**config.mk**
```make
export PLATFORM = sky130hd
export DESIGN_NAME = hidden_layer
export DESIGN_NICKNAME = d
export VERILOG_FILES = /design/src/mlp_pkg.sv /design/src/hidden_layer.sv
export SDC_FILE = /design/constraint.sdc
export NUM_CORES = 1
export LEC_CHECK = 0
export BUFFER_PORTS_ARGS = -buffer_cell sky130_fd_sc_hd__buf_2
export CORE_ASPECT_RATIO = 0.6
export CORE_UTILIZATION = 45
export CTS_CLUSTER_SIZE = 10
export DETAILED_ROUTE_END_ITERATION = 10
export PLACE_DENSITY_LB_ADDON = 0.05
export SLEW_MARGIN = 30
export SYNTH_ARGS = -nofsm -noshare
export SYNTH_HDL_FRONTEND = slang
export SYNTH_SLANG_ARGS = --single-unit
export TNS_END_PERCENT = 1
```
**constraint.sdc**
```tcl
create_clock -name clk -period 4.5 [get_ports clk]
set_input_delay 0 -clock clk [delete_from_list [all_inputs] [get_ports clk]]
set_output_delay 0 -clock clk [all_outputs]
set_load 0.03 [all_outputs]
```
**src/mlp_pkg.sv**
```systemverilog
`default_nettype none

package mlp_pkg;

    // network shape
    localparam int num_inputs  = 2;
    localparam int num_hidden  = 3;
    localparam int num_outputs = 15;

    // fixed point, weights are Q9.7
    localparam int data_w    = 24;
    localparam int weight_w  = 16;
    localparam int frac_bits = 7;

    typedef logic signed [data_w-1:0]   data_t;    // inputs, activations, scores
    typedef logic signed [weight_w-1:0] weight_t;  // weights and biases
    typedef logic signed [2*data_w-1:0] product_t; // full multiply result
    typedef logic [$clog2(num_outputs)-1:0] class_idx_t;

    localparam data_t data_min = {1'b1, {(data_w-1){1'b0}}}; // most negative score

    // controller phases
    typedef enum logic [2:0] {
        idle,
        hidden_mul,
        hidden_sum,
        output_mul,
        output_sum,
        scan,
        done_hold
    } mlp_state_e;

    // drop the fraction bits of a product and keep the activation width
    function automatic data_t reduce_product(input product_t p);
        return p[frac_bits +: data_w]; // bits 30:7
    endfunction

    // hidden layer, one row per neuron, one column per input
    localparam weight_t hidden_weights [num_hidden][num_inputs] = '{
        '{16'h0032, 16'hFFEA},  //  0.3906 -0.1719
        '{16'hFFF6, 16'h005F},  // -0.0781  0.7422
        '{16'hFFB8, 16'h0062}   // -0.5625  0.7656
    };

    localparam weight_t hidden_biases [num_hidden] = '{
        16'hFBAA,  // -8.6719
        16'hFE84,  // -2.9688
        16'h07DA   // 15.7031
    };

    // output layer, one row per class
    localparam weight_t output_weights [num_outputs][num_hidden] = '{
        '{16'h0040, 16'hFFE3, 16'h00CE},  // class 0, also the regression neuron
        '{16'hF89B, 16'h0209, 16'hFEC1},
        '{16'hFEB1, 16'h0082, 16'hFFB1},
        '{16'hFF75, 16'h006C, 16'hFFAA},
        '{16'hFFDC, 16'h0011, 16'hEAEE},
        '{16'h0034, 16'h0000, 16'hF52C},
        '{16'h005A, 16'h0014, 16'h0029},
        '{16'hFF9E, 16'h0066, 16'hFFCD},
        '{16'hFFD3, 16'hFF1D, 16'hFFD3},
        '{16'hFFCE, 16'hFEB4, 16'hE351},
        '{16'h001F, 16'hFF21, 16'hF64E},
        '{16'hFFF2, 16'hFFA0, 16'hD835},
        '{16'h003D, 16'hFFBD, 16'hF083},
        '{16'h0070, 16'hFF91, 16'hFF6D},
        '{16'h009C, 16'hFFDE, 16'hFE3A}   // class 14
    };

    localparam weight_t output_biases [num_outputs] = '{
        16'hFB48,  // -9.4375
        16'h1174,  // 34.9062, largest bias so it wins when all activations are zero
        16'h0802,
        16'h03A5,
        16'h053B,
        16'hFAAF,
        16'hEED2,
        16'hFF66,
        16'h0B76,
        16'h0EA9,
        16'h063F,
        16'h08A5,
        16'hFF7B,
        16'hF731,
        16'hE796   // -48.8281
    };

endpackage

`default_nettype wire

```
**src/hidden_layer.sv**
```systemverilog
`timescale 1ns/1ps
`default_nettype none

module hidden_layer (
    input  logic           clk,
    input  logic           rst,
    input  logic           hidden_mul_en, // capture products
    input  logic           hidden_sum_en, // bias, sum and relu
    input  mlp_pkg::data_t in_a,
    input  mlp_pkg::data_t in_b,
    output mlp_pkg::data_t hidden_act [mlp_pkg::num_hidden]
);
    import mlp_pkg::*;

    data_t    in_vec   [num_inputs];             // inputs as an indexable vector
    product_t hid_prod [num_hidden][num_inputs]; // registered products
    data_t    hid_sum  [num_hidden];             // pre-activation sums

    assign in_vec[0] = in_a;
    assign in_vec[1] = in_b;

    // multiply stage, inputs are sampled here
    always_ff @(posedge clk) begin
        if (hidden_mul_en) begin
            for (int h = 0; h < num_hidden; h++) begin
                for (int i = 0; i < num_inputs; i++) begin
                    hid_prod[h][i] <= in_vec[i] * hidden_weights[h][i]; // 24x16 signed
                end
            end
        end
    end

    // bias plus reduced products, wraps at 24 bits
    always_comb begin
        for (int h = 0; h < num_hidden; h++) begin
            hid_sum[h] = data_t'(hidden_biases[h]); // sign extended
            for (int i = 0; i < num_inputs; i++) begin
                hid_sum[h] = hid_sum[h] + reduce_product(hid_prod[h][i]);
            end
        end
    end

    // relu and activation register
    always_ff @(posedge clk or posedge rst) begin
        if (rst) begin
            hidden_act <= '{default: '0};
        end else if (hidden_sum_en) begin
            for (int h = 0; h < num_hidden; h++) begin
                hidden_act[h] <= hid_sum[h][data_w-1] ? '0 : hid_sum[h]; // clamp negatives
            end
        end
    end

endmodule

`default_nettype wire

```
# Yosys cells after proc, flatten, opt, wreduce, memory -nomap -nowiden
# Memories as Yosys holds them, arrays and structs flattened.
# Cells that the tools add are included.
# op_classes
bitwise	0
multipliers	6
order_cmp	0
n_reduce_logical	0
div_mod_pow	0
n_shift	0
mux	5
eq_ne	0
add_sub_neg	6
# op_table
op	count
adder 24 bit	3
2-to-1 mux 23 bit	3
multiplier 24 x 5 -> 29 bit, second input constant	2
adder 12 x 24 -> 24 bit, first input constant	2
multiplier 24 x 8 -> 32 bit, second input constant	1
multiplier 24 x 7 -> 31 bit, second input constant	1
multiplier 24 x 6 -> 30 bit, second input constant	1
multiplier 24 x 4 -> 28 bit, second input constant	1
adder 10 x 24 -> 24 bit, first input constant	1
2-to-1 mux 1 bit	2
# totals
mem_count	1
ram_bits	285
latch_bits	0
regBits	72
mem_bits_ro	0
# mem_list
name	depth	word_bits	read_ports	rd_ports_with_merged_regs	wr	line_no	source
hid_prod	3	95	3	0	3	hidden_layer.sv:16	product_t hid_prod [num_hidden][num_inputs];

# Logic depth before layout (Yosys ltp)
# An unclocked memory read counts as a cell.
# logic_depth
depth_word	4
ltp_mapped	18
depth_no_buf	18

# Worst setup path before layout
# No wires, ideal clock.
# synth_path
path_type	in2reg
startpoint	in in_b[11]
endpoint	mem hid_prod[1][30] in the netlist's numbering, data pin
setup_slack_ns	0.288
t_arrival_ns	3.947
setup_ns	0.266
stages	16
cell_sequence	fa_1 > ha_1 > fa_1 > inv_1 > fa_1 > inv_1 > ha_1 > and3_1 > nand2_1 > or4_4 > a31oi_2 > a41oi_2 > o21ai_2 > a21o_1 > o41ai_1 > xnor2_1
# synth_lines
element	line_no	source
start: declaration	hidden_layer.sv:10	input mlp_pkg::data_t in_b,
end: declaration	hidden_layer.sv:16	

==> flow_summary.json <==
{
  "outcome": "finished, violations left",
  "violations": "negative hold slack",
  "cts_tree": "done",
  "yosys_most_used_dff": "edfxtp_1",
  "ys_seq_area_frac": 0.217,
  "p_leak_nw": 16.5,
  "critPathRequiredTime_ps": 4970,
  "clkTransAtPathRegs_ps": 60,
  "ys_types": 78,
  "antenna_found_initial": 0,
  "cts_sinks": 210,
  "start_util": 0.460,
  "crit_fanout": 15,
  "post-place-ws_ps": -144,
  "synth_edf_count": 141,
  "clk_latency_ps": 570,
  "final_cell_mix": "inv_1 (755), ha_1 (530), fa_1 (225)",
  "hold_viol": 10,
  "grt_setup_unrepaired": "no",
  "peakVddDrop_uv": 498,
  "die_h_um": 193,
  "multi_input_area_um2": 18500,
  "hold_ws_ps": -9.42,
  "finalCriticalPeriod_ps": 4180,
  "fillers": 5577,
  "syn-cell-area_um2": 27400,
  "final_common_cell": "inv_1",
  "drc": 0,
  "startpoint_type": "register",
  "tightestPinTransition_ps": 962,
  "power.density_nw_per_um2": 767,
  "grt_overflow_total": 0,
  "cts_setup_buffers": 0,
  "io_pins": 124,
  "slew_headroom": 0.359,
  "cts_max_level": 1,
  "synthToLayoutAreaGrowth_pct": 12.1,
  "max_cap_violations": 0,
  "wl_um": 70000,
  "io_buffers": 120,
  "fin_ws_ps": 319,
  "cp-end-kind": "register",
  "clock-skew-final_ps": 27.8,
  "setup_violations": 0,
  "fp.dieW_um": 321,
  "antennaDiodeCount": 0,
  "crit_top_cell": "ha_1",
  "cp_slowest_cell": "a31oi_1",
  "cts.root.buffer_cell": "clkbuf_16",
  "cts_resized": 0,
  "cts_made_buffers": 25,
  "clock_path_buffers": 3,
  "place_area_um2": 30000,
  "synthArstFlopShare": 0.329,
  "fin_nets": 3949,
  "route.vias.total": 20264,
  "max_freq_mhz": 239,
  "max_stage_delay_ps": 540,
  "yosys_warnings": 0,
  "crit_arrival_ps": 4650,
  "worst-setup-path-type": "reg -> reg",
  "fin_crit_sh": 0.929,
  "synth_cells": 2884,
  "ctsHoldBuffers": 3,
  "gp_congestion": 0.916,
  "wl_per_cell_um": 17.6,
  "dieArea_um2": 61900,
  "core_um2": 59700,
  "drtIter0Drc": 1378,
  "final_area_um2": 30700,
  "synth.avg_cell_area_um2": 9.51,
  "layout-drive-gt1-share": 0.102,
  "ant_nets": 0,
  "drt-pass1-iter-count": 5,
  "grt_pass1_wl_um": 112000,
  "grt_usage": 0.233,
  "layout.area.seq_um2": 5960,
  "slew_viol_final": 0,
  "synth-seq-cells": 210,
  "final_util": 0.515,
  "rows": 69,
  "grt_max_degree": 75,
  "worstPathCellList": "ha_1, ha_1, inv_1, fa_1, nor2b_1, o2111ai_1, a31oi_1, a211oi_1, buf_4, o31ai_1, a21oi_1, xnor2_2, buf_12, nand3_1, o21ai_0",
  "grt_pass1_vias": 20238,
  "dp_hpwl_um": 59500,
  "vias_per_cell": 5.10,
  "min_path_type": "in -> reg"
}
[through the flow]
| stage | setup TNS, ps | hold WS (ps) | std cells | power [mW] |
|---|---|---|---|---|
| finish | 0 | -9.42 | 3977 | 23.6 |
| detailed placement | -406 | 11.2 | 3928 | 21.5 |
| CTS | 0 | 3.57 | 3977 | 23.6 |
| global route | 0 | 19.1 | 3977 | 25.7 |
| floorplan | 0 | 112 | 2886 | 15.9 |
| global placement | -119 | 2.18 | 3928 | 21.3 |
[power by group]
part           internal [mW]  switching, mW  leakage (nW)
registers               3.39          0.436          2.28
clock network           1.05          0.838         0.345
logic                   7.23           10.6          13.9
total                   11.7           11.9          16.5
[critical path: cells and delay by family, from the launching register on]
kind,cells,cell delay (ps)
fa+ha+maj,3,900
buf+inv,3,490
xor+xnor,1,410
flops,1,440
compound gates,6,1430
simple gates,2,390
[kinds of logic after synthesis]
logic type                 Yosys count  share of synthesized area
buffers and inverters              786                      0.108
adders and majority gates          755                      0.406
AOI/OAI and AO/OA                  520                      0.131
and+or+nand+nor                    403                     0.0703
DFF                                210                      0.217
xor gates and xnor gates           202                     0.0645
muxes                                7                    0.00274
other                                1                   0.000137
[flip-flops by register name, indices dropped and copies added (netlist names)]
register	flops
hid_prod	141
hidden_act	69
[synth_stat cells, drive strengths merged (6+ instances only)]
cell / number / area (um2)
nand3: 49 / 245
edfxtp: 141 / 4230
dfrtp: 69 / 1730
buf: 6 / 36.3
xnor2: 141 / 1230
nand2: 100 / 375
or3: 8 / 50.1
nor2: 114 / 428
o2bb2ai: 28 / 245
a221oi: 8 / 95.1
and3: 16 / 100
xor2: 61 / 534
nand2b: 10 / 62.6
a31o: 8 / 70.1
clkbuf: 23 / 86.3
nor2b: 27 / 169
a22o: 15 / 131
nand4: 16 / 100
o31ai: 18 / 135
or2: 8 / 50.1
a21o: 95 / 713
inv: 757 / 2840
a31oi: 24 / 156
a211oi: 18 / 140
o21a: 25 / 188
o41ai: 8 / 85.1
ha: 530 / 6630
fa: 225 / 4500
nor3: 33 / 170
o21bai: 22 / 169
a21oi: 136 / 684
o21ai: 74 / 374
and4: 6 / 52.6
[final timing paths]
kind | start | to | slack (ps) | cells after the start
min in group asynchronous | rst | hidden_act[0] | 560 | 4
worst min register to register | hidden_act[10] | hidden_act[10] | 480 | 1
worst min-delay path | hidden_mul_en | hid_prod[1][73] | -9 | 1
max in group asynchronous | rst | hidden_act[69] | 2840 | 5
worst max register to register | hid_prod[1][55] | hidden_act[25] | 320 | 15
worst max-delay path | hid_prod[1][55] | hidden_act[25] | 320 | 15
[area by class of cell]
type | instances | share of cell area
Timing Repair Buffer | 258 | 0.0541
Sequential cell | 210 | 0.194
Tap cell | 816 | 0.0332
Clock buffer | 43 | 0.0229
Inverter | 757 | 0.0925
Clock inverter | 3 | 0.000570
Multi-Input combinational cell | 1890 | 0.603
[routing by layer]
layer	up-vias	global-route usage	wire [um]
met5	-	0	0
met4	0	0.0359	1170
met3	68	0.0300	3300
met2	427	0.337	27500
met1	9717	0.371	38000
li1	10052	-	-
Power figures use the tool's default switching activity.
