[src/mlp_pkg.sv]
`default_nettype none

package mlp_pkg;

    // network shape
    localparam int num_inputs  = 2;
    localparam int num_hidden  = 3;
    localparam int num_outputs = 15;

    // fixed point, weights are Q9.7
    localparam int data_w    = 24;
    localparam int weight_w  = 16;
    localparam int frac_bits = 7;

    typedef logic signed [data_w-1:0]   data_t;    // inputs, activations, scores
    typedef logic signed [weight_w-1:0] weight_t;  // weights and biases
    typedef logic signed [2*data_w-1:0] product_t; // full multiply result
    typedef logic [$clog2(num_outputs)-1:0] class_idx_t;

    localparam data_t data_min = {1'b1, {(data_w-1){1'b0}}}; // most negative score

    // controller phases
    typedef enum logic [2:0] {
        idle,
        hidden_mul,
        hidden_sum,
        output_mul,
        output_sum,
        scan,
        done_hold
    } mlp_state_e;

    // drop the fraction bits of a product and keep the activation width
    function automatic data_t reduce_product(input product_t p);
        return p[frac_bits +: data_w]; // bits 30:7
    endfunction

    // hidden layer, one row per neuron, one column per input
    localparam weight_t hidden_weights [num_hidden][num_inputs] = '{
        '{16'h0032, 16'hFFEA},  //  0.3906 -0.1719
        '{16'hFFF6, 16'h005F},  // -0.0781  0.7422
        '{16'hFFB8, 16'h0062}   // -0.5625  0.7656
    };

    localparam weight_t hidden_biases [num_hidden] = '{
        16'hFBAA,  // -8.6719
        16'hFE84,  // -2.9688
        16'h07DA   // 15.7031
    };

    // output layer, one row per class
    localparam weight_t output_weights [num_outputs][num_hidden] = '{
        '{16'h0040, 16'hFFE3, 16'h00CE},  // class 0, also the regression neuron
        '{16'hF89B, 16'h0209, 16'hFEC1},
        '{16'hFEB1, 16'h0082, 16'hFFB1},
        '{16'hFF75, 16'h006C, 16'hFFAA},
        '{16'hFFDC, 16'h0011, 16'hEAEE},
        '{16'h0034, 16'h0000, 16'hF52C},
        '{16'h005A, 16'h0014, 16'h0029},
        '{16'hFF9E, 16'h0066, 16'hFFCD},
        '{16'hFFD3, 16'hFF1D, 16'hFFD3},
        '{16'hFFCE, 16'hFEB4, 16'hE351},
        '{16'h001F, 16'hFF21, 16'hF64E},
        '{16'hFFF2, 16'hFFA0, 16'hD835},
        '{16'h003D, 16'hFFBD, 16'hF083},
        '{16'h0070, 16'hFF91, 16'hFF6D},
        '{16'h009C, 16'hFFDE, 16'hFE3A}   // class 14
    };

    localparam weight_t output_biases [num_outputs] = '{
        16'hFB48,  // -9.4375
        16'h1174,  // 34.9062, largest bias so it wins when all activations are zero
        16'h0802,
        16'h03A5,
        16'h053B,
        16'hFAAF,
        16'hEED2,
        16'hFF66,
        16'h0B76,
        16'h0EA9,
        16'h063F,
        16'h08A5,
        16'hFF7B,
        16'hF731,
        16'hE796   // -48.8281
    };

endpackage

`default_nettype wire

[src/argmax_scan.sv]
`timescale 1ns/1ps
`default_nettype none

module argmax_scan (
    input  logic                clk,
    input  logic                rst,
    input  logic                scan_start, // one cycle, scores are stable
    input  mlp_pkg::data_t      scores [mlp_pkg::num_outputs],
    output mlp_pkg::class_idx_t class_index,
    output logic                scan_done   // high in the last compare cycle
);
    import mlp_pkg::*;

    logic       busy;    // compare cycles in progress
    class_idx_t pos;     // score under compare
    data_t      max_val; // running maximum

    assign scan_done = busy && (pos == class_idx_t'(num_outputs - 1));

    always_ff @(posedge clk or posedge rst) begin
        if (rst) begin
            busy        <= 1'b0;
            pos         <= '0;
            max_val     <= data_min;
            class_index <= '0;
        end else if (scan_start) begin
            // seed with score 0, compares start at position 1
            busy        <= 1'b1;
            pos         <= class_idx_t'(1);
            max_val     <= scores[0];
            class_index <= '0;
        end else if (busy) begin
            // strict compare so a tie keeps the lower index
            if (scores[pos] > max_val) begin
                max_val     <= scores[pos];
                class_index <= pos;
            end
            if (scan_done) begin
                busy <= 1'b0; // index now holds until the next scan
            end else begin
                pos <= pos + 1'b1;
            end
        end
    end

endmodule

`default_nettype wire

[config.mk]
export PLATFORM = sky130hd
export DESIGN_NAME = argmax_scan
export DESIGN_NICKNAME = d
export VERILOG_FILES = /design/src/mlp_pkg.sv /design/src/argmax_scan.sv
export SDC_FILE = /design/constraint.sdc
export NUM_CORES = 1
export LEC_CHECK = 0
export BUFFER_PORTS_ARGS = -buffer_cell sky130_fd_sc_hd__buf_2
export CORE_AREA = 2 2 143 145
export DETAILED_ROUTE_END_ITERATION = 8
export DIE_AREA = 0 0 145 147
export GPL_TIMING_DRIVEN = 0
export SYNTH_ARGS = -nofsm -noshare
export SYNTH_HDL_FRONTEND = slang
export SYNTH_SLANG_ARGS = --single-unit
[constraint.sdc]
create_clock -name clk -period 6.4 [get_ports clk]
set_input_delay 0.32 -clock clk [delete_from_list [all_inputs] [get_ports clk]]
set_output_delay 0.32 -clock clk [all_outputs]
set_load 0.01 [all_outputs]
# Word-level counts from Yosys, hierarchy flattened
# Cells that the tools add are included.
word_totals:
  register_bits: 33
  out_inout_bits: 5
  inputBits: 363
  word_cells: 30
op_classes:
  mux: 15
  bitwise_logic: 1
  n_addsub: 1
  n_reduce_logical: 5
  order_cmp: 2
  eq_ne: 2
op_table:
  columns: ["op", "count"]
  rows:
  - ["$mux W24", 5]
  - ["$bmux W24 S4", 1]
  - ["$gt A24 B24 Y1", 1]
  - ["$mux W4", 6]
  - ["$ge A5 B5 Y1 const B", 1]
  - ["$not A4 Y5", 1]
  - ["$add A4 B1 Y4 const B", 1]
  - ["$eq A4 B4 Y1 const B", 1]
  - ["$reduce_and A2 Y1", 2]
  - ["$reduce_bool A2 Y1", 2]
  - ["$mux W1", 3]
  - ["$ne A2 B2 Y1 const B", 1]
  - ["$logic_and A1 B1 Y1", 1]

# Longest topological paths before layout
# Gate-level depths: netlist (run 1).
depth:
  word_depth: 8
  ltp_mapped: 17
  depth_no_buf: 12

# Worst setup path before layout (run 1)
# OpenSTA, ideal clock, no wires.
synth_path:
  path_type: "register to register"
  start: "reg pos[0]"
  end: "reg max_val[1]"
  required_ns: 6.274
  arrival_time_ns: 4.424
  setup_slack_ns: 1.850
  stages_incl_launch_ff: 15
  synth_period_minus_slack_ns: 4.550
  path_cell_list: "dfrtp_1 > clkbuf_1 > buf_2 > buf_2 > mux4_2 > mux4_2 > ha_1 > nand4_2 > or4_4 > a311oi_2 > nor3_1 > a311oi_4 > buf_6 > nor3_1 > a221o_1"
synth_between:
  elab_chain_cells: 7
  elab_cells_between_ends: 10
  classes_between: "1 x order compare; 6 x mux; 1 x bitwise; 2 x reduce/logical"
synth_rtl:
  columns: ["element", "line_no", "text"]
  rows:
  - ["start, declared", "argmax_scan.sv:15", "class_idx_t pos;"]
  - ["start signal, assigned", "argmax_scan.sv:29", "pos <= class_idx_t'(1);"]
  - ["start signal, assigned", "argmax_scan.sv:41", "pos <= pos + 1'b1;"]
  - ["$not A4 Y5 (implied by the code) (*)", "argmax_scan.sv:34, argmax_scan.sv:35", null]
  - ["$bmux W24 S4 (*)", "argmax_scan.sv:34, argmax_scan.sv:35", null]
  - ["$mux W24 (implied by the code) (*) (2 in series)", "argmax_scan.sv:34, argmax_scan.sv:35", null]
  - ["$gt A24 B24 Y1 / $mux W24 (equally long branches)", "argmax_scan.sv:34", "if (scores[pos] > max_val) begin"]
  - ["$reduce_bool A2 Y1 (no source line) / $mux W24 (equally long branches)", null, null]
  - ["$reduce_and A2 Y1 (no source line) / $mux W24 (equally long branches)", null, null]
  - ["end signal, assigned", "argmax_scan.sv:24", "max_val <= data_min;"]
  - ["end signal, assigned", "argmax_scan.sv:30", "max_val <= scores[0];"]
  - ["end signal, assigned", "argmax_scan.sv:35", "max_val <= scores[pos];"]
  - ["end, declared", "argmax_scan.sv:16", "data_t max_val;"]
# Every way passes the cells marked *; elsewhere a longest branch is shown, timed or not. The select of a mux whose other input is x is not followed.
# A chain may end at the register's enable or synchronous reset.

# Final worst setup path (run 1)
layout_path:
  start: "reg pos[1]"
  end: "reg max_val[17]"
# The elaborated chain is that of the path after synthesis.

==> reports/results.ini, run 1 <==
[final_layout]
drive_gt1_share_pct=59.9
postLayoutCoreUtil_pct=37.7
mostFrequentLayoutCells=buf_2 (372), mux4_2 (95), clkbuf_1 (35)
syn_to_final_growth_pct=46.4
fin_nets=1200
layout_commonest_cell=buf_2

[clock_tree]
insertion_delay_ns=0.29
path_clk_slew_ns=0.06
hold_buffers=0
clock-root-buffer=clkbuf_16
tritoncts=built
numCtsBuffers=5
cts_resized=0
cts_setup_buffers=0
clock_sink_count=33
h-tree-depth=2
cts_buffer_depth=2

[drt]
wl_met2_mm=12.7
drt_pass1_iterations=5
drc_errors=0
wire_per_inst_um=23.6
route.met3.wl_mm=2.15
first_iter_violations=407
wirelength_mm=25.6
wl_met1_mm=10.1
highest_layer=met5
viasPerCell=5.33
antenna_left=0
dr_total_vias=5785

[sta]
rsz0062_at_grt=no
fin_crit_sh_pct=88.8
setup_viol=0
fin_crit_ns=5.68
max_freq_mhz=176
setup_ws_ns=0.716
hold_viol=0
tightestPinTransition_ns=1.12
whs_ns=0.156
slew_headroom_pct=25.6
worst_clock_skew_ns=0.00518
tns_ns=0
report.final.slew_viol_count=0

[power_and_ir_drop]
power_mw=1.67
switching_share_pct=39.3
ir_worst_vdd_uv=113
powerDensity_mw_per_mm2=224
seqPwrFrac_pct=17.9
p_clk_share_pct=19.0
p_comb_share_pct=63.1
leakage_nw=3.42
p_switching_uw=657
p_int_mw=1.01

[global_route]
grt_pass1_wl_mm=37.0
grt.overflow.total=0
antenna_found_initial=9
grt_usage_pct=23.5
grt_max_degree=34
first_global_vias=5904

[floorplanning]
initial_core_util_pct=25.7
core.rowCount=52
io_pins=368
die_h_um=147
die_width_um=145
die_area_mm2=0.0213
core_mm2=0.0198

[synthesis]
synth_area_mm2=0.00511
synth_nets=827
async_flop_share_pct=100
synth-simple-area-share_pct=12.1
synth-seq-area-share_pct=16.2
synth_compound_area_share_pct=11.1
synth_xor_area_share_pct=0.172
synth_top_family_by_area=multiplexers
ys_types=38
ys_seq_elements=33
synth_edf_count=0
synth_fa_ha_area_share_pct=6.37
muxShareOfSynthArea_pct=47.8
ys.warnings.count=0
syn_inst=438
synthFlopType=dfrtp_1
avgSynthCellArea_um2=11.7

[critical_path]
cp_data_arrival_time_ns=5.85
critPathLaunchType=register
critPathKind=reg -> reg
end_kind=register
crit_required_ns=6.57
cp_max_fo=10

[run_status]
status=finished clean

[placed_design]
io_buffers=366
place.gp.congestion=0.897
place_ws_ns=0.719
dp_hpwl_mm=22.6

[hold_path]
worstHoldPathType=in -> async

[job]
cap_violations=0

==> worst max-delay path, cell delays in order, from the launching register on <==
cell	delay [ns]
dfrtp_1	0.37
clkbuf_1	0.30
buf_2	0.36
clkbuf_1	0.86
mux4_2	0.47
mux4_2	0.52
ha_1	0.40
nand4_2	0.17
or4_4	0.58
a311oi_2	0.32
nor3_1	0.12
a311oi_4	0.50
buf_6	0.22
nor3_1	0.06
a221o_1	0.29
==> cells by family (layout without fill, tap and decap cells) <==
logic type	count (synthesis)	in the layout
AND/OR/NAND/NOR	103	103
other	0	3
buffers and inverters	75	449
adder cells (fa/ha/maj)	26	26
AO/OA/AOI/OAI	75	75
multiplexers	125	125
flip-flops	33	33
XOR/XNOR	1	1
==> power groups by stage <==
| stage | logic [mW] | clock network (mW) | registers, mW |
|---|---|---|---|
| after floorplan | 0.718 | 0 | 0.298 |
| after global placement | 1.05 | 0 | 0.300 |
| after detailed placement | 1.06 | 0 | 0.301 |
| after CTS | 1.06 | 0.321 | 0.299 |
| after global routing | 1.16 | 0.327 | 0.305 |
| final | 1.06 | 0.317 | 0.299 |
==> cell usage after synthesis (10+ instances only) <==
library cell  count  area share, %
a21oi_1          11            1.1
nor3_1           26            2.5
mux2i_1          29            5.7
a221o_1          25            4.9
nor2_1           10           0.74
ha_1             26            6.4
inv_1            26            1.9
nand3b_1         24            3.5
dfrtp_1          32             16
nor2b_1          24            2.9
clkbuf_1         35            2.6
o21ai_0          22            2.2
mux4_2           95             42
==> metal layers <==
metal	GRT usage, %	up-vias
met5	0	-
met3	7.17	47
met4	4.85	12
met2	40.8	306
li1	-	2549
met1	29.0	2871
==> flip-flops by register name, indices dropped and copies added, names as in the netlist <==
register     cells
max_val         24
class_index      4
busy             1
pos              4
==> final timing paths <==
kind	startpoint	end	slack, ns	cells past startpoint
setup / recovery	pos[1]	max_val[17]	0.72	14
hold / removal	rst	class_index[0]	0.16	2
hold reg to reg	class_index[1]	class_index[1]	0.51	2
min in group clk	scores[358]	max_val[22]	0.30	2
setup reg to reg	pos[1]	max_val[17]	0.72	14
max in group asynchronous	rst	max_val[7]	5.77	2
==> stage by stage <==
step                      area [um2]  std cells
after floorplan                 5110        438
after CTS                       7470       1082
after detailed placement        7280       1074
final                           7470       1085
after global placement          7280       1074
after global routing            7470       1083
==> layout make-up <==
cell class / count / area (um2)
Multi-Input combinational cell: 330 / 3960
Antenna cell: 3 / 7.51
Clock buffer: 5 / 125
Tap cell: 270 / 338
Clock inverter: 3 / 65.1
Inverter: 26 / 97.6
Buffer: 49 / 221
Sequential cell: 33 / 827
Timing Repair Buffer: 366 / 1830
Fill cell: 2002 / 12400
Note: power is estimated with default switching activity, not from simulation.
==> run 2, diff against run 1 <==
- REMOVE_ABC_BUFFERS: unset -> 1
==> reports/results.ini, run 2 (synthesized netlist as in run 1, its figures left out) <==
[sta]
tns_ns=0
setup_viol=0
fin_crit_sh_pct=87.7
hold_viol=0
max_freq_mhz=178
tightestPinTransition_ns=0.851
rsz0062_at_grt=no
worst_clock_skew_ns=0.00767
slew_headroom_pct=43.2
whs_ns=0.193
report.final.slew_viol_count=0
fin_crit_ns=5.61

[clock_tree]
cts_resized=0
h-tree-depth=2
cts_setup_buffers=0
tritoncts=built
path_clk_slew_ns=0.06
numCtsBuffers=5
clock_sink_count=33
cts_buffer_depth=2
hold_buffers=0
clock-root-buffer=clkbuf_16
insertion_delay_ns=0.29

[global_route]
grt_max_degree=82
first_global_vias=5276
grt_usage_pct=16.0
grt.overflow.total=0
grt_pass1_wl_mm=27.1
antenna_found_initial=2

[floorplanning]
die_area_mm2=0.0213
io_pins=368
die_width_um=145
core.rowCount=52
core_mm2=0.0198
initial_core_util_pct=25.7
die_h_um=147

[placed_design]
io_buffers=367
dp_cells=1034
place.gp.congestion=0.798
dp_hpwl_mm=14.7

[final_layout]
stdcell_count=1044
fin_nets=1160
layout_commonest_cell=buf_2
multiInputGateArea_mm2=0.00396
syn_to_final_growth_pct=45.7
register_area_um2=836
drive_gt1_share_pct=63.2
postLayoutCoreUtil_pct=37.5
largest_register_ff_count=24
top_register=max_val
fillers=2002
reg_top3=max_val: 24 flops, class_index: 4 flops, pos: 4 flops
mostFrequentLayoutCells=buf_2 (366), mux4_2 (95), mux2i_1 (29), dfrtp_1 (29)

[hold_path]
worstHoldPathType=in -> async

[run_status]
status=finished clean

[power_and_ir_drop]
leakage_nw=3.41
powerDensity_mw_per_mm2=218
ir_worst_vdd_uv=78.1

[drt]
first_iter_violations=158
wirelength_mm=17.7
antenna_left=0
drt_pass1_iterations=4
drc_errors=0
viasPerCell=4.94
dr_total_vias=5154
wire_per_inst_um=16.9

[critical_path]
crit_required_ns=6.57
cp_max_fo=64
end_kind=register
critPathKind=reg -> reg
cp_data_arrival_time_ns=5.78
regToRegSetupSlack_ns=0.79
critPathLaunchType=register

[job]
cap_violations=0

run 2: layer usage:
metal / GRT usage [%] / vias up / part of all wire, %
met5: 0 / - / 0
met4: 4.85 / 0 / 1.9
met2: 29.4 / 195 / 52
li1: - / 2474 / -
met3: 2.42 / 14 / 5.0
met1: 19.4 / 2471 / 41
run 2: per-stage QoR:
stage          power [mW]  setup WS [ns]  area, um2
2_1_floorplan       0.983          -1.51       4880
3_3_place_gp         1.29          -3.88       7060
3_5_place_dp         1.32          0.604       7240
4_1_cts              1.65          0.600       7430
5_1_grt              1.76          0.427       7440
6_report             1.62          0.789       7440
run 2: area by class of cell:
cell class	count	area share, %
Tap cell	270	4.54
Timing Repair Buffer	375	27.1
Clock inverter	3	0.874
Multi-Input combinational cell	330	53.2
Antenna cell	2	0.0673
Sequential cell	33	11.2
Clock buffer	5	1.68
Inverter	26	1.31
run 2: final timing paths:
check | start | depth (start not counted) | endpoint
max reg2reg | pos[1] | 13 | max_val[9]
min in group clk | scores[353] | 2 | max_val[17]
min reg2reg | class_index[1] | 2 | class_index[1]
min | rst | 2 | class_index[1]
max in group asynchronous | rst | 2 | pos[1]
max | pos[1] | 13 | max_val[9]
run 2: critical path: stages, from the launching register on:
cell	delay (ns)
dfrtp_4	0.94
buf_16	0.34
mux4_2	0.40
mux4_2	0.52
ha_1	0.41
nand4_2	0.21
or4_4	0.61
a311oi_2	0.35
nor3_1	0.13
a311oi_4	0.75
buf_8	0.24
buf_8	0.17
nor3_1	0.06
a221o_1	0.29
run 2: power breakdown:
group          switching, mW  leakage (nW)  internal, mW  total, mW
registers             0.0465         0.398         0.278      0.325
clock network          0.100        0.0938         0.223      0.323
logic                  0.458          2.92         0.517      0.974
