===== config.mk =====
export PLATFORM = sky130hd
export DESIGN_NAME = mlp_sequencer
export DESIGN_NICKNAME = d
export VERILOG_FILES = /design/src/mlp_pkg.sv /design/src/mlp_sequencer.sv
export SDC_FILE = /design/constraint.sdc
export NUM_CORES = 1
export LEC_CHECK = 0
export BUFFER_PORTS_ARGS = -buffer_cell sky130_fd_sc_hd__buf_2
export CORE_AREA = 2 2 39 41
export DETAILED_ROUTE_END_ITERATION = 6
export DIE_AREA = 0 0 41 43
export PLACE_DENSITY = 0.43
export SYNTH_ARGS = -nofsm -noshare
export SYNTH_HDL_FRONTEND = slang
export SYNTH_SLANG_ARGS = --single-unit

===== constraint.sdc =====
create_clock -name clk -period 1 [get_ports clk]
set_input_delay 0.2 -clock clk [delete_from_list [all_inputs] [get_ports clk]]
set_output_delay 0.2 -clock clk [all_outputs]
set_load 0.01 [all_outputs]

===== src/mlp_pkg.sv =====
`default_nettype none

package mlp_pkg;

    // network shape
    localparam int num_inputs  = 2;
    localparam int num_hidden  = 3;
    localparam int num_outputs = 15;

    // fixed point, weights are Q9.7
    localparam int data_w    = 24;
    localparam int weight_w  = 16;
    localparam int frac_bits = 7;

    typedef logic signed [data_w-1:0]   data_t;    // inputs, activations, scores
    typedef logic signed [weight_w-1:0] weight_t;  // weights and biases
    typedef logic signed [2*data_w-1:0] product_t; // full multiply result
    typedef logic [$clog2(num_outputs)-1:0] class_idx_t;

    localparam data_t data_min = {1'b1, {(data_w-1){1'b0}}}; // most negative score

    // controller phases
    typedef enum logic [2:0] {
        idle,
        hidden_mul,
        hidden_sum,
        output_mul,
        output_sum,
        scan,
        done_hold
    } mlp_state_e;

    // drop the fraction bits of a product and keep the activation width
    function automatic data_t reduce_product(input product_t p);
        return p[frac_bits +: data_w]; // bits 30:7
    endfunction

    // hidden layer, one row per neuron, one column per input
    localparam weight_t hidden_weights [num_hidden][num_inputs] = '{
        '{16'h0032, 16'hFFEA},  //  0.3906 -0.1719
        '{16'hFFF6, 16'h005F},  // -0.0781  0.7422
        '{16'hFFB8, 16'h0062}   // -0.5625  0.7656
    };

    localparam weight_t hidden_biases [num_hidden] = '{
        16'hFBAA,  // -8.6719
        16'hFE84,  // -2.9688
        16'h07DA   // 15.7031
    };

    // output layer, one row per class
    localparam weight_t output_weights [num_outputs][num_hidden] = '{
        '{16'h0040, 16'hFFE3, 16'h00CE},  // class 0, also the regression neuron
        '{16'hF89B, 16'h0209, 16'hFEC1},
        '{16'hFEB1, 16'h0082, 16'hFFB1},
        '{16'hFF75, 16'h006C, 16'hFFAA},
        '{16'hFFDC, 16'h0011, 16'hEAEE},
        '{16'h0034, 16'h0000, 16'hF52C},
        '{16'h005A, 16'h0014, 16'h0029},
        '{16'hFF9E, 16'h0066, 16'hFFCD},
        '{16'hFFD3, 16'hFF1D, 16'hFFD3},
        '{16'hFFCE, 16'hFEB4, 16'hE351},
        '{16'h001F, 16'hFF21, 16'hF64E},
        '{16'hFFF2, 16'hFFA0, 16'hD835},
        '{16'h003D, 16'hFFBD, 16'hF083},
        '{16'h0070, 16'hFF91, 16'hFF6D},
        '{16'h009C, 16'hFFDE, 16'hFE3A}   // class 14
    };

    localparam weight_t output_biases [num_outputs] = '{
        16'hFB48,  // -9.4375
        16'h1174,  // 34.9062, largest bias so it wins when all activations are zero
        16'h0802,
        16'h03A5,
        16'h053B,
        16'hFAAF,
        16'hEED2,
        16'hFF66,
        16'h0B76,
        16'h0EA9,
        16'h063F,
        16'h08A5,
        16'hFF7B,
        16'hF731,
        16'hE796   // -48.8281
    };

endpackage

`default_nettype wire


===== src/mlp_sequencer.sv =====
`timescale 1ns/1ps
`default_nettype none

module mlp_sequencer (
    input  logic clk,
    input  logic rst,
    input  logic start,         // level
    input  logic scan_done,
    output logic hidden_mul_en,
    output logic hidden_sum_en,
    output logic output_mul_en,
    output logic output_sum_en,
    output logic scan_start,    // first cycle of scan
    output logic done
);
    import mlp_pkg::*;

    mlp_state_e state;
    mlp_state_e state_nxt;

    always_comb begin
        state_nxt = state;
        case (state)
            idle:       if (start) state_nxt = hidden_mul;
            hidden_mul: state_nxt = hidden_sum;
            hidden_sum: state_nxt = output_mul;
            output_mul: state_nxt = output_sum;
            output_sum: state_nxt = scan;
            scan:       if (scan_done) state_nxt = done_hold; // last compare
            done_hold:  if (!start) state_nxt = idle;          // wait for release
            default:    state_nxt = idle;
        endcase
    end

    always_ff @(posedge clk or posedge rst) begin
        if (rst) begin
            state      <= idle;
            scan_start <= 1'b0;
        end else begin
            state      <= state_nxt;
            scan_start <= (state == output_sum); // scores land on this edge
        end
    end

    // one strobe per layer phase
    assign hidden_mul_en = (state == hidden_mul);
    assign hidden_sum_en = (state == hidden_sum);
    assign output_mul_en = (state == output_mul);
    assign output_sum_en = (state == output_sum);

    assign done = (state == done_hold); // class index is final here

endmodule

`default_nettype wire


After elaboration in Yosys (flattened, before gate mapping)

Cells that the tools add are included.

Bits in writable memories: 0
Memories kept: 0
Latch bits: 0
Input port bits: 4
Memory bits (read-only): 0
Register bits after elaboration: 4
Output and inout port bits: 6

Reductions and logical operators: 2
Equal/unequal tests: 9
Shifts and indexed selects: 0
$mul: 0
Order comparisons: 0
Div/mod/pow operators: 0
Bitwise operators: 0
Multiplexer cells: 4
Add/subtract/negate cells: 0

Operators with widths:

| cell                 | number |
|---|---|
| $pmux W3 S7          | 1 |
| $eq A3 B3 Y1 const B | 3 |
| $mux W3              | 3 |
| $eq A3 B2 Y1 const B | 2 |
| $ne A2 B2 Y1 const B | 3 |
| $eq A3 B1 Y1 const B | 1 |
| $logic_not A3 Y1     | 1 |
| $reduce_and A3 Y1    | 1 |

Longest topological paths before layout

Gate-level depths: netlist of run 1.

Word-level depth: 3
Mapped depth: 3
Gate-level depth less buffers: 3

Worst setup path after synthesis of run 1

Ideal clock, no wire load.

Path kind: register to output
Start point: reg state[0]
End point: out output_sum_en
Path slack: -0.045 ns
Cell stages (with the launch flop): 3
Arrival: 0.845 ns
Path through: dfrtp_1 clkbuf_2 nor3_1

Cells in the longest elaborated chain, start to end: 1

Ends and longest elaborated chain:

| what                   | line                | RTL |
|---|---|---|
| from (decl)            | mlp_sequencer.sv:18 | `mlp_state_e state;` |
| from (signal assigned) | mlp_sequencer.sv:37 | `state <= idle;` |
| from (signal assigned) | mlp_sequencer.sv:40 | `state <= state_nxt;` |
| $eq A3 B3 Y1           | mlp_sequencer.sv:49 | `assign output_sum_en = (state == output_sum);` |
| to (decl)              | mlp_sequencer.sv:12 | `output logic output_sum_en,` |

Every way passes these cells.

Final worst setup path of run 1

Start point: reg state[2]
End point: out output_mul_en

Cells in the longest elaborated chain, start to end: 1

Ends and longest elaborated chain:

| what         | line                | RTL |
|---|---|---|
| $eq A3 B2 Y1 | mlp_sequencer.sv:48 | `assign output_mul_en = (state == output_mul);` |
| to (decl)    | mlp_sequencer.sv:11 | `output logic output_mul_en,` |

Every way passes these cells.

==> results of run 1 <==
[timing repair]
action | CTS | global route
setup endpoints to repair | 6 | 8
setup buffers | 4 | 3
pin swaps | 3 | 3
gates resized for setup | 10 | 11
hold endpoints to repair | 4 | 0
hold buffers | 1 | 0
[sequential cells by signal, indices dropped and copies added, names as in the netlist]
register / count
scan_start: 1
state: 3
[metrics by stage]
stage	cells	setup TNS [ns]	power, mW	instance area (µm²)
after floorplan	22	-0.0662	0.705	235
after global placement	48	-0.131	0.834	298
after detailed placement	48	-0.180	0.848	298
after CTS	55	-1.28	1.28	399
after global routing	58	-1.86	1.63	459
final	58	-1.50	1.52	459
[cells in the final DEF (no fill, tap or decap), drive strengths merged]
master,count
dfrtp,4
inv,3
buf,18
dlygate4sd3,1
nand2b,1
o21ai,3
nor3b,3
nor3,2
and3,1
a21o,1
nand3b,1
a221oi,1
clkbuf,3
[critical path, cell delays in order (launching register included)]
cell	delay, ns
dfrtp_2	0.45
inv_4	0.10
and3_4	0.20
buf_6	0.10
[kinds of logic after synthesis]
| logic type | Yosys count | synth area share, % |
|---|---|---|
| AND/OR/NAND/NOR | 8 | 25.6 |
| AO/OA/AOI/OAI | 5 | 13.9 |
| buffers and inverters | 5 | 16.1 |
| flip-flops | 4 | 44.4 |
[final cells by class]
| class | count | area, µm² | share of cell area [%] |
|---|---|---|---|
| Clock buffer | 3 | 22.5 | 4.90 |
| Multi-Input combinational cell | 13 | 148 | 32.2 |
| Inverter | 3 | 13.8 | 3.00 |
| Timing Repair Buffer | 19 | 151 | 33.0 |
| Sequential cell | 4 | 104 | 22.6 |
| Tap cell | 16 | 20.0 | 4.36 |
[how the worst max path moves through the flow]
stage	start	endpoint	slack, ns
5_1_grt	state[0]	output_sum_en	-0.33
6_report	state[2]	output_mul_en	-0.28
3_3_place_gp	state[2]	output_sum_en	-0.05
2_1_floorplan	state[0]	done	-0.03
3_5_place_dp	state[1]	state[0]	-0.04
4_1_cts	state[2]	output_mul_en	-0.28
[power by group through the flow]
stage               clock, mW  sequential [mW]  combinational [mW]
detailed placement          0            0.353               0.495
finish                  0.202            0.389               0.927
global route            0.230            0.402               0.995
CTS                     0.214            0.352               0.717
global placement            0            0.352               0.482
floorplan                   0            0.299               0.406
[per-layer routing]
layer  share of wire (%)  wire length (µm)  global-route usage (%)  vias to the layer above
met3                 7.8                57                    1.57                        0
met1                  36               267                    11.7                      118
li1                    -                 -                       -                      116
met4                   0                 0                    8.00                        0
met5                   0                 0                       0                        -
met2                  56               408                    15.3                       10
==> flow_metrics.env, run 1 <==
export IMPL_status="complete, but fails checks"
export IMPL_failed_checks="setup timing"
export IMPL_pre_cts_ws_ns=-0.0414
export IMPL_setup_viol=8
export IMPL_p_seq_share_pct=25.6
export IMPL_track_usage_pct=10.1
export IMPL_synth_top_area_share_pct=44.4
export IMPL_rsz0062_at_grt="yes"
export IMPL_clockPowerShare_pct=13.3
export IMPL_holdWs_ns=0.261
export IMPL_finalWirelength_um=733
export IMPL_clk_latency_ns=0.23
export IMPL_vdd_ir_drop_worst_mv=0.939
export IMPL_worstHoldPathCells=3
export IMPL_n_antenna_cell=0
export IMPL_postSynthAreaPerCell_um2=10.2
export IMPL_core_area_mm2=0.00138
export IMPL_fillCellCount=151
export IMPL_synth_seq_area_share_pct=44.4
export IMPL_drc=0
export IMPL_fin_skew_ns=0.00300
export IMPL_ctsHtreeMaxLevel=1
export IMPL_r2r_end="state[0]"
export IMPL_cts_inserted_buffers=3
export IMPL_hp_class="in2reg"
export IMPL_r2r_start="state[1]"
export IMPL_min_to="state[0]"
export IMPL_drt_iter0_markers=2
export IMPL_hold_start="scan_done"
export IMPL_clock_fmax_ghz=0.780
export IMPL_p_leak_nw=0.222
export IMPL_ff2ff_setup_slack_ns=-0.18
export IMPL_design_die_area_mm2=0.00176
export IMPL_intPower_mw=0.925
export IMPL_clk_pin_slew_ns=0.04
export IMPL_synth_seq_cells=4
export IMPL_num_rows=14
export IMPL_netSwitchingPower_mw=0.592
export IMPL_worstPathMaxFanout=4
export IMPL_netlist_top_cell_by_area="dfrtp_1"
export IMPL_gr_total_overflow=0
export IMPL_dp_hpwl_um=415
export IMPL_vias_per_cell=4.21
export IMPL_ys_async_sr_fraction_pct=100
export IMPL_die_w_um=41
export IMPL_cp_required_ns=0.80
export IMPL_routedWlPerCell_um=12.6
export IMPL_die_h_um=43
export IMPL_fin_crit_sh_pct=128
export IMPL_final_max_slew_viol_count=0
export IMPL_grt_pass1_wl_um=1130
export IMPL_start_util_pct=16.3
export IMPL_finalHoldViolations=0
export IMPL_dr_pass1_iters=3
export IMPL_grt_pass1_vias=261
export IMPL_postSynthCellCount=22
export IMPL_final_util_pct=33.2
export IMPL_num_vias=244
export IMPL_gp_routability_congestion=0.654
export IMPL_timing_final_ws_setup_ns=-0.283
export IMPL_sw_frac_of_total_pct=39.0
export IMPL_area_delta_synth_final_pct=104
export IMPL_tritoncts="yes"
export IMPL_port_buffers=9
export IMPL_tightestPinTransition_ns=0.179
export IMPL_cap_violations=0
export IMPL_synth_area_leaders="dfrtp_1 44%, nor3b_1 10%, buf_12 8.9%"
export IMPL_power_density_mw_per_mm2=3310
export IMPL_synthMostInstantiatedCell="dfrtp_1"
export IMPL_io_pins=10
export IMPL_grt_max_degree=7
export IMPL_cts_sinks=4
export IMPL_synth_common_cells="4 x dfrtp_1, 3 x nor3b_1, 2 x inv_1, 2 x nor3_1, 2 x o21ai_1"
export IMPL_antenna_left=0
export IMPL_drive_gt1_share_pct=83.3
export IMPL_combPwrFrac_pct=61.1
export IMPL_maxSlewHeadroom_pct=88.1
export IMPL_worstRegToRegCells=4
export IMPL_cp_end_kind="output port"
export IMPL_cts_root_buf="clkbuf_4"
export IMPL_fin_nets=48
export IMPL_ys_flop_type="dfrtp_1"
export IMPL_yosysUniqueCellTypes=14
export IMPL_clk_path_buf_depth=2
export IMPL_syn_nets=26
export IMPL_synth_edf_count=0
export IMPL_syn_area_um2=225
export IMPL_yosysWarningCount=0
export IMPL_path_class="reg2out"
export IMPL_min_period_ns=1.28
export IMPL_cp_arrival_ns=1.08
export IMPL_antenna_found_initial=0
export IMPL_critPathLaunchType="register"
No activity file was read; power rests on OpenSTA's default activity.
==> run 2: changes to the inputs <==
--- a/config.mk
+++ b/config.mk
@@ -6,10 +6,12 @@
 export NUM_CORES = 1
 export LEC_CHECK = 0
 export BUFFER_PORTS_ARGS = -buffer_cell sky130_fd_sc_hd__buf_2
+export CELL_PAD_IN_SITES_DETAIL_PLACEMENT = 2
+export CELL_PAD_IN_SITES_GLOBAL_PLACEMENT = 2
 export CORE_AREA = 2 2 39 41
 export DETAILED_ROUTE_END_ITERATION = 6
 export DIE_AREA = 0 0 41 43
-export PLACE_DENSITY = 0.43
+export PLACE_DENSITY = 0.61
 export SYNTH_ARGS = -nofsm -noshare
 export SYNTH_HDL_FRONTEND = slang
 export SYNTH_SLANG_ARGS = --single-unit
==> run 2 against run 1 <==
Core utilization shrank 4.4 points; final area shrank 13%; global-route usage grew 1.0 points; clock-buffer cell count is the same; sequential power shrank 4%; the run still ends with setup timing left; clock power is essentially flat.
==> flow_metrics.env, run 2 (same netlist as run 1, synthesis figures left out) <==
export IMPL_status="complete, but fails checks"
export IMPL_failed_checks="setup timing"
export IMPL_start_util_pct=16.3
export IMPL_vdd_ir_drop_worst_mv=0.893
export IMPL_critPathLaunchType="register"
export IMPL_rsz0062_at_grt="yes"
export IMPL_dp_hpwl_um=456
export IMPL_cts_sinks=4
export IMPL_cp_cell_sequence="inv_2, and3_4, buf_6"
export IMPL_dr_wl_met2_um=457
export IMPL_io_pins=10
export IMPL_highest_layer="met3"
export IMPL_vias_per_cell=4.13
export IMPL_sw_frac_of_total_pct=38.8
export IMPL_p_leak_nw=0.197
export IMPL_path_class="reg2out"
export IMPL_die_h_um=43
export IMPL_cts_inserted_buffers=3
export IMPL_ctsHtreeMaxLevel=1
export IMPL_clk_latency_ns=0.23
export IMPL_gr_total_overflow=0
export IMPL_fin_crit_sh_pct=126
export IMPL_intPower_mw=0.787
export IMPL_m1WireLength_um=261
export IMPL_cts_root_buf="clkbuf_4"
export IMPL_pre_cts_ws_ns=-0.126
export IMPL_clk_path_buf_depth=2
export IMPL_num_vias=227
export IMPL_fin_skew_ns=0.00258
export IMPL_antenna_found_initial=0
export IMPL_tritoncts="yes"
export IMPL_cp_end_kind="output port"
export IMPL_core_area_mm2=0.00138
export IMPL_cp_arrival_ns=1.06
export IMPL_wl_met3_um=1
export IMPL_gp_routability_congestion=0.696
export IMPL_cp_required_ns=0.80
export IMPL_largest_reg_flops=3
export IMPL_place_area_um2=298
export IMPL_hp_class="in2reg"
export IMPL_p_seq_share_pct=29.2
export IMPL_port_buffers=9
export IMPL_largestRegisters="state (3), scan_start (1)"
export IMPL_drc=0
export IMPL_final_common_cell="buf_2"
export IMPL_routedWlPerCell_um=13.1
export IMPL_finalWirelength_um=720
export IMPL_tightestPinTransition_ns=0.180
export IMPL_antenna_left=0
export IMPL_design_die_area_mm2=0.00176
export IMPL_dr_pass1_iters=2
export IMPL_drt_iter0_markers=1
export IMPL_holdWs_ns=0.250
export IMPL_layout_common_cells="8 x buf_2, 4 x buf_4, 3 x clkbuf_4, 3 x buf_6, 3 x dfrtp_2"
export IMPL_postLayoutCellArea_um2=398
export IMPL_tns_ns=-1.18
export IMPL_maxSlewHeadroom_pct=87.9
export IMPL_area_delta_synth_final_pct=76.7
export IMPL_final_max_slew_viol_count=0
export IMPL_clock_fmax_ghz=0.791
export IMPL_min_period_ns=1.26
export IMPL_die_w_um=41
export IMPL_cap_violations=0
export IMPL_clk_pin_slew_ns=0.04
export IMPL_worstPathMaxFanout=5
export IMPL_top_register="state"
export IMPL_grt_max_degree=8
export IMPL_grt_pass1_vias=275
export IMPL_grt_pass1_wl_um=1240
export IMPL_netSwitchingPower_mw=0.498
export IMPL_track_usage_pct=11.1
export IMPL_combPwrFrac_pct=55.3
export IMPL_cpPeakStageDelay_ns=0.44
export IMPL_n_antenna_cell=0
export IMPL_drive_gt1_share_pct=76.9
export IMPL_final_util_pct=28.8
export IMPL_timing_final_ws_setup_ns=-0.264
export IMPL_num_rows=14
export IMPL_setup_viol=6
export IMPL_fin_nets=45
export IMPL_finalHoldViolations=0
export IMPL_cp_slowest_cell="dfrtp_2"
export IMPL_power_density_mw_per_mm2=3230
export IMPL_clockPowerShare_pct=15.5
run 2: per-layer routing:
layer  vias to the layer above  global-route usage (%)
met3                         0                    3.14
met1                       115                    12.4
met2                         2                    16.9
met5                         -                       0
li1                        110                       -
met4                         0                    8.00
run 2: worst max-delay path, delay by kind of cell, from the launching register on:
family | cells | cell delay [ns]
flops | 1 | 0.44
buf+inv | 2 | 0.20
simple gates | 1 | 0.19
run 2: metrics by stage:
stage	std cells	power [mW]
after detailed placement	48	0.860
after CTS	55	1.26
after global placement	48	0.832
after floorplan	22	0.705
final	55	1.29
after global routing	55	1.39
run 2: final timing paths:
kind | start | endpoint | slack [ns] | cells past startpoint
max in group asynchronous | rst | state[2] | 0.44 | 3
setup / recovery | state[2] | output_mul_en | -0.26 | 3
min in group asynchronous | rst | state[0] | 0.40 | 3
setup reg to reg | state[1] | state[0] | -0.02 | 3
hold reg to reg | state[1] | scan_start | 0.53 | 1
hold / removal | scan_done | state[0] | 0.25 | 3
run 2: power groups by stage:
stage / Combinational [mW] / Sequential (mW) / Clock [mW]
5_1_grt: 0.774 / 0.389 / 0.223
3_5_place_dp: 0.481 / 0.379 / 0
4_1_cts: 0.671 / 0.378 / 0.209
3_3_place_gp: 0.460 / 0.373 / 0
2_1_floorplan: 0.406 / 0.299 / 0
6_report: 0.711 / 0.375 / 0.199
run 2: final cells by class:
class	instances	area, µm²
timing repair buffer	16	114
fill	160	986
tap	16	20.0
clock buffer	3	22.5
multi-input combinational	13	126
sequential	4	104
inverter	3	11.3
run 2: what timing repair did:
action,in CTS,in global routing
cloned,0,0
pin swaps,0,4
buffers inserted,3,0
hold buffers,1,0
hold endpoints to repair,4,0
endpoints found under the setup margin,8,7
gates resized for setup,9,3
==> run 3: changes to the inputs <==
--- a/config.mk
+++ b/config.mk
@@ -11,7 +11,7 @@
 export CORE_AREA = 2 2 39 41
 export DETAILED_ROUTE_END_ITERATION = 6
 export DIE_AREA = 0 0 41 43
-export PLACE_DENSITY = 0.61
+export PLACE_DENSITY = 0.59
 export SYNTH_ARGS = -nofsm -noshare
 export SYNTH_HDL_FRONTEND = slang
 export SYNTH_SLANG_ARGS = --single-unit
==> constraint.sdc (replaced) <==
create_clock -name clk -period 1.5 [get_ports clk]
set_input_delay 0.3 -clock clk [delete_from_list [all_inputs] [get_ports clk]]
set_output_delay 0.3 -clock clk [all_outputs]
set_load 0.01 [all_outputs]
==> run 3 against run 2 <==
The run now ends clean; cell count down 11%; total power decreased by 51%; register-to-register slack improved by 0.57 ns; clock-buffer cell count did not move; sequential cell count is the same; critical path depth is 1 lower; worst hold slack gained 0.14 ns; critical path type unchanged; highest routed layer is now met4.
==> flow_metrics.env, run 3 (same netlist as run 1, synthesis figures left out) <==
export IMPL_die_h_um=43
export IMPL_final_common_cell="buf_2"
export IMPL_hp_class="in2reg"
export IMPL_n_antenna_cell=0
export IMPL_port_buffers=9
export IMPL_tns_ns=0
export IMPL_cp_slowest_cell="dfrtp_1"
export IMPL_cts_root_buf="clkbuf_4"
export IMPL_clk_pin_slew_ns=0.04
export IMPL_vias_per_cell=4.00
export IMPL_tritoncts="yes"
export IMPL_fin_crit_sh_pct=93.5
export IMPL_status="finished, final reports clean"
export IMPL_cp_end_kind="output port"
export IMPL_power_density_mw_per_mm2=2070
export IMPL_gr_total_overflow=0
export IMPL_place_area_um2=265
export IMPL_tightestPinTransition_ns=0.289
export IMPL_clock_fmax_ghz=0.713
export IMPL_gp_routability_congestion=0.683
export IMPL_finalWirelength_um=522
export IMPL_holdWs_ns=0.390
export IMPL_cp_required_ns=1.20
export IMPL_top_register="state"
export IMPL_num_rows=14
export IMPL_final_util_pct=22.0
export IMPL_start_util_pct=16.3
export IMPL_grt_max_degree=11
export IMPL_track_usage_pct=7.54
export IMPL_cts_inserted_buffers=3
export IMPL_postLayoutCellArea_um2=304
export IMPL_grt_pass1_vias=195
export IMPL_cpPeakStageDelay_ns=0.50
export IMPL_drt_iter0_markers=1
export IMPL_path_class="reg2out"
export IMPL_critPathLaunchType="register"
export IMPL_finalHoldViolations=0
export IMPL_routedWlPerCell_um=10.7
export IMPL_p_leak_nw=0.152
export IMPL_maxSlewHeadroom_pct=80.7
export IMPL_rsz0062_at_grt="no"
export IMPL_grt_pass1_wl_um=848
export IMPL_dp_hpwl_um=389
export IMPL_power_mw=0.630
export IMPL_area_delta_synth_final_pct=35.0
export IMPL_num_vias=196
export IMPL_antenna_left=0
export IMPL_cap_violations=0
export IMPL_design_die_area_mm2=0.00176
export IMPL_core_area_mm2=0.00138
export IMPL_drive_gt1_share_pct=48.5
export IMPL_critical_path_top_delay_family="flip-flops"
export IMPL_fin_skew_ns=0.00760
export IMPL_ctsHtreeMaxLevel=1
export IMPL_setup_viol=0
export IMPL_fillCellCount=159
export IMPL_vdd_ir_drop_worst_mv=0.688
export IMPL_clk_path_buf_depth=2
export IMPL_cp_cell_sequence="nor3b_1, buf_2"
export IMPL_io_pins=10
export IMPL_min_period_ns=1.40
export IMPL_worst_path_buf_inv=1
export IMPL_worstPathMaxFanout=10
export IMPL_final_max_slew_viol_count=0
export IMPL_die_w_um=41
export IMPL_largestRegisters="state (3), scan_start (1)"
export IMPL_cp_arrival_ns=1.10
export IMPL_antenna_found_initial=0
export IMPL_clk_latency_ns=0.24
export IMPL_dr_pass1_iters=2
export IMPL_fin_nets=39
export IMPL_drc=0
export IMPL_layout_common_cells="9 x buf_2, 3 x nor3b_1, 3 x clkbuf_4, 3 x dfrtp_1"
export IMPL_largest_reg_flops=3
export IMPL_cts_sinks=4
## run 3: worst paths after layout
check,from,endpoint,slack [ns],cells after the start
setup reg to reg,state[1],state[2],0.55,2
max in group asynchronous,rst,state[2],0.84,3
setup / recovery,state[1],hidden_sum_en,0.1,2
hold reg to reg,state[2],state[2],0.58,1
min in group asynchronous,rst,state[0],0.48,3
hold / removal,scan_done,state[0],0.39,3
## run 3: area by class of cell
cell class	count	area (µm²)	share of cell area, %
sequential	4	101	33.3
inverter	3	11.3	3.70
multi-input combinational	13	93.8	30.9
clock buffer	3	22.5	7.41
timing repair buffer	10	55.1	18.1
tap	16	20.0	6.58
## run 3: repair_timing
action                     in CTS  in global routing
buffers inserted                0                  0
resized for setup               1                  1
hold endpoints to repair        4                  0
hold buffers                    1                  0
setup endpoints to repair       1                  1
## run 3: per-layer routing
layer / part of all wire [%] / global-route usage, % / vias to the layer above
met3: 6.9 / 4.71 / 2
met2: 52 / 10.9 / 9
met5: 0 / 0 / -
met1: 39 / 8.06 / 87
met4: 1.9 / 4.00 / 0
li1: - / - / 98
## run 3: report_power, final
group	switching [mW]	internal [mW]
combinational	0.117	0.127
clock	0.0450	0.0895
sequential	0.0910	0.160
## run 3: worst min-delay path: stages
cell and delay [ns]:
buf_2 0.07, nand2b_1 0.11, a221oi_1 0.09
## run 3: through the flow
stage,worst slack [ns],std cells
final,0.0972,49
after global routing,0.00460,49
after CTS,0.0464,49
after global placement,0.277,45
after floorplan,0.355,22
after detailed placement,0.244,45
